File: config.mk
export PLATFORM = sky130hd
export DESIGN_NAME = lsu_top
export DESIGN_NICKNAME = d
export VERILOG_FILES = /design/src/rtl/lsu_pkg.sv /design/src/rtl/lsu_rdata_align.sv /design/src/rtl/lsu_request.sv /design/src/rtl/lsu_top.sv /design/src/rtl/lsu_txn_ctrl.sv
export SDC_FILE = /design/constraint.sdc
export NUM_CORES = 1
export LEC_CHECK = 0
export BUFFER_PORTS_ARGS = -buffer_cell sky130_fd_sc_hd__buf_2
export CAP_MARGIN = 20
export CORE_UTILIZATION = 30
export CTS_CLUSTER_SIZE = 14
export DETAILED_ROUTE_END_ITERATION = 6
export GPL_TIMING_DRIVEN = 1
export PLACE_DENSITY = 0.55
export SETUP_SLACK_MARGIN = 0.02
export SYNTH_ARGS = -nofsm -noshare
export SYNTH_HDL_FRONTEND = slang
export SYNTH_SLANG_ARGS = --single-unit
File: constraint.sdc
create_clock -name clk -period 2.97 [get_ports clk]
set_input_delay 0.1485 -clock clk [delete_from_list [all_inputs] [get_ports clk]]
set_output_delay 0.1485 -clock clk [all_outputs]
set_load 0.005 [all_outputs]
File: src/rtl/lsu_pkg.sv
// Load/store unit shared types
package lsu_pkg;

  ////////////////////////////////////////
  // Widths
  ////////////////////////////////////////

  localparam int XLEN = 32;         // Data and address width
  localparam int BE_W = XLEN / 8;   // Byte lanes per word

  typedef logic [XLEN-1:0] word_t;  // One data or address word
  typedef logic [BE_W-1:0] be_t;    // One byte-enable vector

  // Access size, encoded as on the issue side
  typedef enum logic [1:0] {
    SIZE_BYTE = 2'b00,
    SIZE_HALF = 2'b01,
    SIZE_WORD = 2'b10
  } lsu_size_e;

  ////////////////////////////////////////
  // Structs
  ////////////////////////////////////////

  // Request as presented by the EX stage
  typedef struct packed {
    logic       en;          // Load or store present
    logic       we;          // Store
    lsu_size_e  size;
    logic       sign_ext;    // Sign extend loaded byte/halfword
    logic       second;      // Second phase of a misaligned access
    logic       use_incr;    // Address is base + incr
    word_t      base;
    word_t      incr;
    logic [1:0] reg_offset;  // Byte offset of store data in the register
    word_t      wdata;
  } lsu_req_t;

  // Bus request payload
  typedef struct packed {
    word_t addr;
    logic  we;
    be_t   be;
    word_t wdata;
  } bus_req_t;

  // Control carried over to write-back, one entry per accepted access
  typedef struct packed {
    lsu_size_e  size;
    logic       sign_ext;
    logic       we;
    logic [1:0] offset;   // Byte offset of the access address
    logic       last;     // Final phase, result goes to write-back
  } wb_ctrl_t;

endpackage

File: src/rtl/lsu_rdata_align.sv
// Load data alignment and extension
module lsu_rdata_align (
  input  logic              clk,
  input  logic              rst_n,
  input  lsu_pkg::wb_ctrl_t wb_ctrl_i,      // Control of the responding access
  input  logic              first_phase_i,  // Split access, first response
  input  logic              bus_rvalid_i,
  input  lsu_pkg::word_t    bus_rdata_i,
  output lsu_pkg::word_t    wb_rdata_o
);

  import lsu_pkg::*;

  word_t             rdata_q;     // Raw first word, or last result
  word_t             lane_shift;  // New word moved down to lane 0
  logic [2*XLEN-1:0] pair_shift;  // New word over held word, moved down
  logic [7:0]        byte_sel;
  logic [15:0]       half_sel;
  word_t             word_sel;
  word_t             rdata_ext;

  ////////////////////////////////////////
  // Lane selection
  ////////////////////////////////////////

  assign lane_shift = bus_rdata_i >> (8 * wb_ctrl_i.offset);

  // Held word carries the low part of a split access, new word the high part
  assign pair_shift = {bus_rdata_i, rdata_q} >> (8 * wb_ctrl_i.offset);

  assign byte_sel = lane_shift[7:0];   // A byte never splits

  always_comb
  begin
    if (wb_ctrl_i.offset == 2'b11)
      half_sel = pair_shift[15:0];     // Lane 3 of held word, lane 0 of new
    else
      half_sel = lane_shift[15:0];
  end

  always_comb
  begin
    if (wb_ctrl_i.offset == 2'b00)
      word_sel = bus_rdata_i;          // Aligned
    else
      word_sel = pair_shift[XLEN-1:0]; // Assembled from both responses
  end

  ////////////////////////////////////////
  // Extension
  ////////////////////////////////////////

  always_comb
  begin
    case (wb_ctrl_i.size)
      SIZE_BYTE:
      begin
        rdata_ext = {{(XLEN-8){wb_ctrl_i.sign_ext & byte_sel[7]}}, byte_sel};
      end
      SIZE_HALF:
      begin
        rdata_ext = {{(XLEN-16){wb_ctrl_i.sign_ext & half_sel[15]}}, half_sel};
      end
      default:
      begin
        rdata_ext = word_sel;
      end
    endcase
  end

  ////////////////////////////////////////
  // Held word
  ////////////////////////////////////////

  always_ff @(posedge clk or negedge rst_n)
  begin
    if (!rst_n)
      rdata_q <= '0;
    else if (bus_rvalid_i && !wb_ctrl_i.we)  // Loads only
    begin
      if (first_phase_i)
        rdata_q <= bus_rdata_i;  // Kept for assembly with the next response
      else
        rdata_q <= rdata_ext;
    end
  end

  // Live result in the response cycle, last result otherwise
  assign wb_rdata_o = bus_rvalid_i ? rdata_ext : rdata_q;

endmodule

File: src/rtl/lsu_request.sv
// Load/store request formation
module lsu_request (
  input  lsu_pkg::lsu_req_t ex_req_i,      // Request from EX
  output lsu_pkg::bus_req_t bus_o,         // Bus payload
  output logic              misaligned_o,  // First phase needs a second one
  output logic [1:0]        offset_o       // Byte offset of the address
);

  import lsu_pkg::*;

  word_t             addr;       // Effective address
  be_t               be;
  logic [1:0]        wdata_rot;  // Lanes to rotate store data by
  logic [2*XLEN-1:0] wdata_dbl;  // Doubled store data, shifted
  word_t             wdata;

  ////////////////////////////////////////
  // Address
  ////////////////////////////////////////

  assign addr     = ex_req_i.use_incr ? (ex_req_i.base + ex_req_i.incr)
                                      : ex_req_i.base;
  assign offset_o = addr[1:0];

  ////////////////////////////////////////
  // Byte enables
  ////////////////////////////////////////

  // Left shifts truncate to BE_W lanes, so upper lanes fall off the word
  always_comb
  begin
    case (ex_req_i.size)
      SIZE_BYTE:
      begin
        be = be_t'(4'b0001) << addr[1:0];     // Single lane
      end
      SIZE_HALF:
      begin
        if (ex_req_i.second)
          be = 4'b0001;                        // Upper byte spilled into next word
        else
          be = be_t'(4'b0011) << addr[1:0];   // Offset 3 keeps only lane 3
      end
      default:
      begin
        if (ex_req_i.second)
          be = ~(be_t'(4'b1111) << addr[1:0]); // Low lanes left over
        else
          be = be_t'(4'b1111) << addr[1:0];    // Lanes from offset up
      end
    endcase
  end

  ////////////////////////////////////////
  // Store data rotation
  ////////////////////////////////////////

  // Register byte reg_offset lands on memory lane addr[1:0]
  assign wdata_rot = addr[1:0] - ex_req_i.reg_offset;

  // Rotate left by wdata_rot lanes, taken from the doubled word
  assign wdata_dbl = {ex_req_i.wdata, ex_req_i.wdata} >> (XLEN - 8 * wdata_rot);
  assign wdata     = wdata_dbl[XLEN-1:0];

  ////////////////////////////////////////
  // Misalignment
  ////////////////////////////////////////

  always_comb
  begin
    misaligned_o = 1'b0;
    if (ex_req_i.en && !ex_req_i.second)   // Only the first phase can split
    begin
      case (ex_req_i.size)
        SIZE_BYTE: misaligned_o = 1'b0;
        SIZE_HALF: misaligned_o = (addr[1:0] == 2'b11);  // Crosses the word
        default:   misaligned_o = (addr[1:0] != 2'b00);
      endcase
    end
  end

  ////////////////////////////////////////
  // Bus payload
  ////////////////////////////////////////

  // Second phase always starts at lane 0 of the next word
  assign bus_o.addr  = ex_req_i.second ? {addr[XLEN-1:2], 2'b00} : addr;
  assign bus_o.we    = ex_req_i.we;
  assign bus_o.be    = be;
  assign bus_o.wdata = wdata;

endmodule

File: src/rtl/lsu_top.sv
// Load/store unit top level
module lsu_top #(
  parameter int DEPTH = 2   // Max outstanding bus transactions
) (
  input  logic              clk,
  input  logic              rst_n,

  // EX stage
  input  lsu_pkg::lsu_req_t ex_req_i,
  output logic              ex_misaligned_o,
  output logic              ex_ready_o,

  // Data bus
  output logic              bus_req_o,
  output lsu_pkg::bus_req_t bus_o,
  input  logic              bus_gnt_i,
  input  logic              bus_rvalid_i,
  input  lsu_pkg::word_t    bus_rdata_i,
  input  logic              bus_err_i,

  // WB stage
  output logic              wb_valid_o,
  output lsu_pkg::word_t    wb_rdata_o,
  output logic              wb_err_o,
  output lsu_pkg::word_t    wb_addr_o,
  output logic              busy_o
);

  import lsu_pkg::*;

  logic [1:0] offset;   // Address byte offset from request side
  wb_ctrl_t   wb_ctrl;  // Control of the access in WB

  ////////////////////////////////////////
  // Request side
  ////////////////////////////////////////

  lsu_request u_request (
    .ex_req_i     (ex_req_i),
    .bus_o        (bus_o),
    .misaligned_o (ex_misaligned_o),
    .offset_o     (offset)
  );

  ////////////////////////////////////////
  // Counter and handshakes
  ////////////////////////////////////////

  lsu_txn_ctrl #(
    .DEPTH (DEPTH)
  ) u_txn_ctrl (
    .clk          (clk),
    .rst_n        (rst_n),
    .ex_req_i     (ex_req_i),
    .misaligned_i (ex_misaligned_o),
    .offset_i     (offset),
    .bus_addr_i   (bus_o.addr),
    .bus_gnt_i    (bus_gnt_i),
    .bus_rvalid_i (bus_rvalid_i),
    .bus_err_i    (bus_err_i),
    .bus_req_o    (bus_req_o),
    .ex_ready_o   (ex_ready_o),
    .wb_valid_o   (wb_valid_o),
    .wb_err_o     (wb_err_o),
    .busy_o       (busy_o),
    .wb_addr_o    (wb_addr_o),
    .wb_ctrl_o    (wb_ctrl)
  );

  ////////////////////////////////////////
  // Load data
  ////////////////////////////////////////

  // A response for a non-last entry is the first half of a split access
  lsu_rdata_align u_rdata_align (
    .clk           (clk),
    .rst_n         (rst_n),
    .wb_ctrl_i     (wb_ctrl),
    .first_phase_i (!wb_ctrl.last),
    .bus_rvalid_i  (bus_rvalid_i),
    .bus_rdata_i   (bus_rdata_i),
    .wb_rdata_o    (wb_rdata_o)
  );

endmodule

File: src/rtl/lsu_txn_ctrl.sv
// Transaction counter and stage control
module lsu_txn_ctrl #(
  parameter int DEPTH = 2   // Max outstanding bus transactions
) (
  input  logic              clk,
  input  logic              rst_n,
  input  lsu_pkg::lsu_req_t ex_req_i,
  input  logic              misaligned_i,   // First phase of a split access
  input  logic [1:0]        offset_i,       // Address byte offset
  input  lsu_pkg::word_t    bus_addr_i,     // Address on the bus
  input  logic              bus_gnt_i,
  input  logic              bus_rvalid_i,
  input  logic              bus_err_i,
  output logic              bus_req_o,
  output logic              ex_ready_o,
  output logic              wb_valid_o,
  output logic              wb_err_o,
  output logic              busy_o,
  output lsu_pkg::word_t    wb_addr_o,      // Last granted address
  output lsu_pkg::wb_ctrl_t wb_ctrl_o
);

  import lsu_pkg::*;

  localparam int               CNT_W   = $clog2(DEPTH + 1);
  localparam logic [CNT_W-1:0] CNT_MAX = CNT_W'(DEPTH);

  logic [CNT_W-1:0] cnt_q;       // Outstanding transactions
  logic [CNT_W-1:0] cnt_d;
  logic             count_up;    // Grant this cycle
  logic             count_down;  // Response this cycle
  logic             ctrl_update; // EX request moves on to WB
  wb_ctrl_t         wb_ctrl_d;

  ////////////////////////////////////////
  // Bus request and counter
  ////////////////////////////////////////

  // Never exceed DEPTH in flight, response may not come back in the grant cycle
  assign bus_req_o  = ex_req_i.en && (cnt_q < CNT_MAX);
  assign count_up   = bus_req_o && bus_gnt_i;
  assign count_down = bus_rvalid_i;

  always_comb
  begin
    case ({count_up, count_down})
      2'b10:   cnt_d = cnt_q + 1'b1;
      2'b01:   cnt_d = cnt_q - 1'b1;
      default: cnt_d = cnt_q;          // Idle, or grant and response together
    endcase
  end

  always_ff @(posedge clk or negedge rst_n)
  begin
    if (!rst_n)
      cnt_q <= '0;
    else
      cnt_q <= cnt_d;
  end

  ////////////////////////////////////////
  // Stage handshakes
  ////////////////////////////////////////

  // EX and WB advance in lock step once WB holds an access
  always_comb
  begin
    if (!ex_req_i.en)
      ex_ready_o = 1'b1;                       // Nothing to do
    else if (cnt_q == '0)
      ex_ready_o = count_up;                   // WB empty, grant is enough
    else if (cnt_q < CNT_MAX)
      ex_ready_o = count_up && bus_rvalid_i;   // WB frees as the new one issues
    else
      ex_ready_o = bus_rvalid_i;               // Already issued, wait for WB
  end

  assign ctrl_update = ex_ready_o && ex_req_i.en;

  // Only the final phase of an access reaches write-back
  assign wb_valid_o = (cnt_q != '0) && wb_ctrl_o.last && bus_rvalid_i;
  assign wb_err_o   = bus_rvalid_i && bus_err_i;

  assign busy_o = (cnt_q != '0) || bus_req_o;

  ////////////////////////////////////////
  // Write-back control
  ////////////////////////////////////////

  always_comb
  begin
    wb_ctrl_d.size     = ex_req_i.size;
    wb_ctrl_d.sign_ext = ex_req_i.sign_ext;
    wb_ctrl_d.we       = ex_req_i.we;
    wb_ctrl_d.offset   = offset_i;
    wb_ctrl_d.last     = !misaligned_i;   // A split first phase is not last
  end

  always_ff @(posedge clk or negedge rst_n)
  begin
    if (!rst_n)
      wb_ctrl_o <= '0;
    else if (ctrl_update)
      wb_ctrl_o <= wb_ctrl_d;
  end

  // Address of the last granted transfer, for the error report
  always_ff @(posedge clk or negedge rst_n)
  begin
    if (!rst_n)
      wb_addr_o <= '0;
    else if (count_up)
      wb_addr_o <= bus_addr_i;
  end

endmodule

[Word-level counts from Yosys, hierarchy flattened]
Cells that the tools add are included.
Operators by class
  $add $sub $neg: 5
  $mul: 0
  div/mod/pow operators: 0
  magnitude comparators: 1
  equal/unequal tests: 6
  shift operators: 6
  multiplexer cells: 16
  bitwise logic cells: 3
  reductions and logical operators: 20
Operator list (count)
  32-bit two-way mux: 4
  32-bit one-hot mux with 2 select lines: 1
  64-bit by 32-bit right shift with 32-bit output: 1
  64-bit by 5-bit right shift with 32-bit output: 1
  32-bit adder: 1
  32-bit by 5-bit right shift with 16-bit output: 1
  16-bit two-way mux: 1
  1-bit logical AND: 9
  2-bit logical NOT: 4
  4-bit two-way mux: 2
  4-bit one-hot mux with 2 select lines: 1
  6-bit by 5-bit subtractor with 7-bit output (first input constant): 1
  2-bit by 1-bit == test with 1-bit output (second input constant): 3
  2-bit == test (second input constant): 3
  2-bit nonzero test: 3
  1-bit two-way mux: 4
  4-bit inverter: 1
  2-bit one-hot mux with 2 select lines: 1
  1-bit by 2-bit left shift with 4-bit output (first input constant): 1
  2-bit by 2-bit left shift with 4-bit output (first input constant): 1
  4-bit by 2-bit left shift with 4-bit output (first input constant): 1
  1-bit logical NOT: 3
  2-bit by 1-bit adder with 2-bit output (second input constant): 1
  1-bit bitwise AND: 2
  6 further kinds: 6
Storage, ports and cells
  bits in registers: 73
  bits in latches: 0
  RAM bits: 0
  ROM bits: 0
  output and inout bits: 139
  logic and storage cells: 65
  memories kept: 0

[Longest topological paths before layout]
  depth in word-level cells: 8
  depth in mapped cells: 12
  gate-level depth less buffers: 12

[Modules after synthesis]
A second synthesis with hierarchy kept.
Second synthesis, totals
  cells, all modules: 919
  area, all modules: 7941.4 µm²
Modules (own cells, without submodules)
  lsu_rdata_align: instances 1, cells each 438, area an instance 3354.5 µm², seq. area each 800.8 µm²
  lsu_request: instances 1, cells each 380, area an instance 2941.6 µm², seq. area each 0.0 µm²
  lsu_txn_ctrl: instances 1, cells each 100, area an instance 1641.6 µm², seq. area each 1026.0 µm²
  lsu_top: instances 1, cells each 1, area an instance 3.8 µm², seq. area each 0.0 µm²

[Least setup slack after synthesis]
OpenSTA, ideal clock, no wires.
  path kind: input-to-output
  from: input port ex_req_i[34] (netlist name)
  to: output port bus_o[5] (netlist name)
  data arrival time: 2.632 ns
  slack: 0.189 ns
  stages: 10
  cell sequence: ha_1 > inv_1 > fa_1 > nand2_1 > o21ai_0 > xnor2_1 > ha_1 > clkbuf_1 > buf_1 > mux4_2
RTL lines
  start, declared: RTL line lsu_top.sv:9  | input lsu_pkg::lsu_req_t ex_req_i,
  end, declared: RTL line lsu_top.sv:15  | output lsu_pkg::bus_req_t bus_o,

==> flow_summary_export.csv <==
group,metric,value,unit
critical_path,critical_path_buf_inv_count,3,
sta,clock_skew,18.3,ps
critical_path,timing.rr.start,"u_txn_ctrl.wb_ctrl_o[1]$_DFFE_PN0P_",
clock_network,insertion_delay,350,ps
routing,vias,8132,
placed_design,placed_cells_incl_taps,1494,
synth,post-synth-top-area-cell,"dfrtp_1",
hold_path,min_path_cells,2,
finish,fillers,2676,
die,initial_utilization,30.8,%
placed_design,place.gp.congestion,0.898,
sta,tightest_slew,835,ps
synth,netlist_instances,925,
routing,wl_per_cell,18.6,µm
global_route,grt_pass1_wl,43400,µm
clock_network,cts.sinks,73,
sta,period_share,94.8,%
finish,seqCellArea,1830,µm²
placed_design,dp_hpwl,21600,µm
synth,yosys_most_used_dff,"dfrtp_1",
sta,slew_viol_final,0,
synth,synth-edff-count,0,
synth,ys_seq_area_share,23.4,%
routing,antenna_left,0,
sta,max_freq,355,MHz
die,die_area,26700,µm²
power,total_leakage_power,4.73,nW
critical_path,critPathLaunchType,"input pin",
sta,fin_setup_tns,0,ps
global_route,antenna_found_initial,3,
global_route,grt_pass1_vias,7953,
critical_path,rrSetupSlack,580,ps
synth,ys_top_cells_by_count,"147 x nand2_1, 91 x a21oi_1, 73 x dfrtp_1",
synth,synth.area.top_cells,"dfrtp_1 23%, mux4_2 11%, nand2_1 7.1%, ha_1 6.9%, mux2i_1 6.2%",
synth,synthesis.nets,1111,
hold_path,holdPathEnd,"u_txn_ctrl.wb_ctrl_o[4]$_DFFE_PN0P_",
synth,ys_seq_elements,73,
finish,multiInputGateArea,5610,µm²
critical_path,r2r-end,"u_rdata_align.rdata_q[16]$_DFFE_PN0P_",
hold_path,hold_path_class,"input pin to flop",
synth,syn-cell-area,7800,µm²
placed_design,portBuffers,280,
hold_path,min_from,"ex_req_i[100]",
finish,areaGrowthSynthToFinish,26.4,%
sta,rsz0062_at_grt,"yes",
clock_network,cts_tree,"built",
power,max-vdd-ir-drop,0.425,mV
synth,ys_warn_count,0,
finish,layout.nets,1362,
critical_path,end_kind,"primary output",
routing,dr.first_iter.drc_count,595,
global_route,overflow,0,
critical_path,cp_common_cell,"buf_2",
sta,setup-violations-final,0,
sta,maxSlewHeadroom,44.1,%
sta,fin_crit,2810,ps
routing,avgViaCountPerCell,5.37,
clock_network,clk_pin_slew,60,ps
die,ioPinCount,281,
synth,netlist.area_leader.share,23.4,%
critical_path,cp.required,2820,ps
critical_path,reg2regPathDepth,7,
status,status,"complete, no violations",
die,rows,58,
finish,fin_cells,1513,
critical_path,worstPathMaxFanout,4,
power,cellPowerDensity,818,nW/µm²
critical_path,critical_path_class,"input pin to primary output",
synth,avgSynthCellArea,8.44,µm²
global_route,grtUsageTotal,21.0,%
critical_path,crit_start,"ex_req_i[66]",
routing,drc,0,
finish,layout-drive-gt1-share,36.0,%
critical_path,slowest_stage,"fa_1",
die,core_region_area,25300,µm²
die,fp.dieW,163,µm
routing,wl,28200,µm
clock_network,clock_path_buffers,2,
sta,hold_viol,0,
clock_network,htreeDepth,3,
critical_path,cp_cell_sequence,"buf_2 > ha_1 > inv_1 > fa_1 > nor2b_1 > o2111ai_1 > nand3b_1 > a21oi_4 > o21ai_2 > a31o_1 > a41oi_1 > mux2_1 > nand2_1 > buf_2",
synth,synth.distinct_cells,68,
clock_network,cts-root-buf,"clkbuf_16",
critical_path,path_delay_family,"compound AO/OA/AOI/OAI gates",
critical_path,cp_slowest_stage_delay,410,ps
routing,first_pass_iters,5,
synth,async_reset_ff_share,100,%
critical_path,critPathArrivalTime,2670,ps
clock_network,cts_buffers,9,
global_route,grt_max_degree,65,
flow_run,drv_cap,0,
die,dieHeight,163,µm
synth,synth.most_common_cell,"nand2_1",
## worst max-delay path by stage
stage / slack, ps / endpoint / cells past startpoint
2_1_floorplan: 190 / bus_o[5] / 10
3_3_place_gp: 130 / bus_o[66] / 11
3_5_place_dp: 130 / bus_o[65] / 14
4_1_cts: 120 / bus_o[65] / 14
5_1_grt: 10 / bus_o[65] / 14
6_report: 160 / bus_o[65] / 14
## repair_timing
item	in CTS	in global routing
setup buffers	0	0
setup endpoints to repair	0	4
resized for setup	0	4
hold endpoints to repair	44	0
hold buffers	1	0
## per-layer routing
metal  part of all wire, %  track usage [%]
met5                 0.046                0
met4                   1.9             7.39
met3                   7.0             4.72
met2                    49             35.7
met1                    42             25.9
## per-stage QoR
step	total power (W)	cell area (µm²)	utilization [%]	hold slack, ps	setup WS, ps
finish	0.00807	9870	39.0	31.8	155
detailed placement	0.00692	9540	37.7	240	132
global placement	0.00688	9540	37.7	242	125
CTS	0.00812	9840	38.9	19.0	120
global route	0.00875	9870	39.0	39.1	12.8
floorplan	0.00514	7800	-	-147	189
## where the power goes
| group | leakage, nW | switching (W) | internal (W) | total (W) |
|---|---|---|---|---|
| Combinational | 3.71 | 0.00259 | 0.00231 | 0.00490 |
| Clock | 0.139 | 0.000493 | 0.000655 | 0.00115 |
| Sequential | 0.880 | 0.000531 | 0.00149 | 0.00202 |
## registers in the layout, summed over array words and instances (netlist names)
name / cells
u_rdata_align.rdata_q: 32
u_txn_ctrl.wb_addr_o: 32
u_txn_ctrl.cnt_q: 2
u_txn_ctrl.wb_ctrl_o: 7
## area by class of cell
cell class,count,area share (%)
antenna,2,0.0507
tap,330,4.19
clock buffer,10,2.32
sequential,73,18.6
multi-input combinational,765,56.8
inverter,15,0.571
clock inverter,6,0.685
timing repair buffer,312,16.8
## cells in the final DEF (no fill, tap or decap), types with 3 or more instances in the layout
cell type / count
a221oi_1: 10
buf_2: 279
mux4_2: 37
buf_4: 31
a22oi_1: 20
and4_1: 3
clkbuf_16: 9
nor3_1: 7
inv_1: 14
a211oi_1: 10
dfrtp_2: 3
o211ai_1: 5
xnor2_1: 20
nor2b_1: 6
nor2_1: 66
xor2_1: 12
mux2_2: 35
a21oi_1: 90
a31oi_1: 9
a21o_1: 19
or3_1: 3
o21ai_2: 3
nand2_1: 147
o21bai_1: 7
o21ai_0: 60
dfrtp_1: 70
o22ai_1: 17
nand2b_1: 4
o21ai_1: 29
mux2i_1: 48
mux2_4: 3
and3_1: 3
ha_1: 43
nand3_1: 7
## worst reg2reg max path, cell delays in order, from the launching register on
cell	delay, ps
dfrtp_2	500
mux4_2	550
and3_1	200
a41o_1	460
a21oi_1	300
nand2_1	70
o21ai_0	110
o21ai_1	80
## logic make-up after synthesis
logic type,after synthesis,synth area share (%)
DFF,73,23.4
AOI/OAI and AO/OA,305,24.2
muxes,124,22.6
xor gates and xnor gates,32,3.59
adders and majority gates,44,7.15
and+or+nand+nor,260,14.0
buffers and inverters,87,5.02
(Power assumes the default switching activity.)
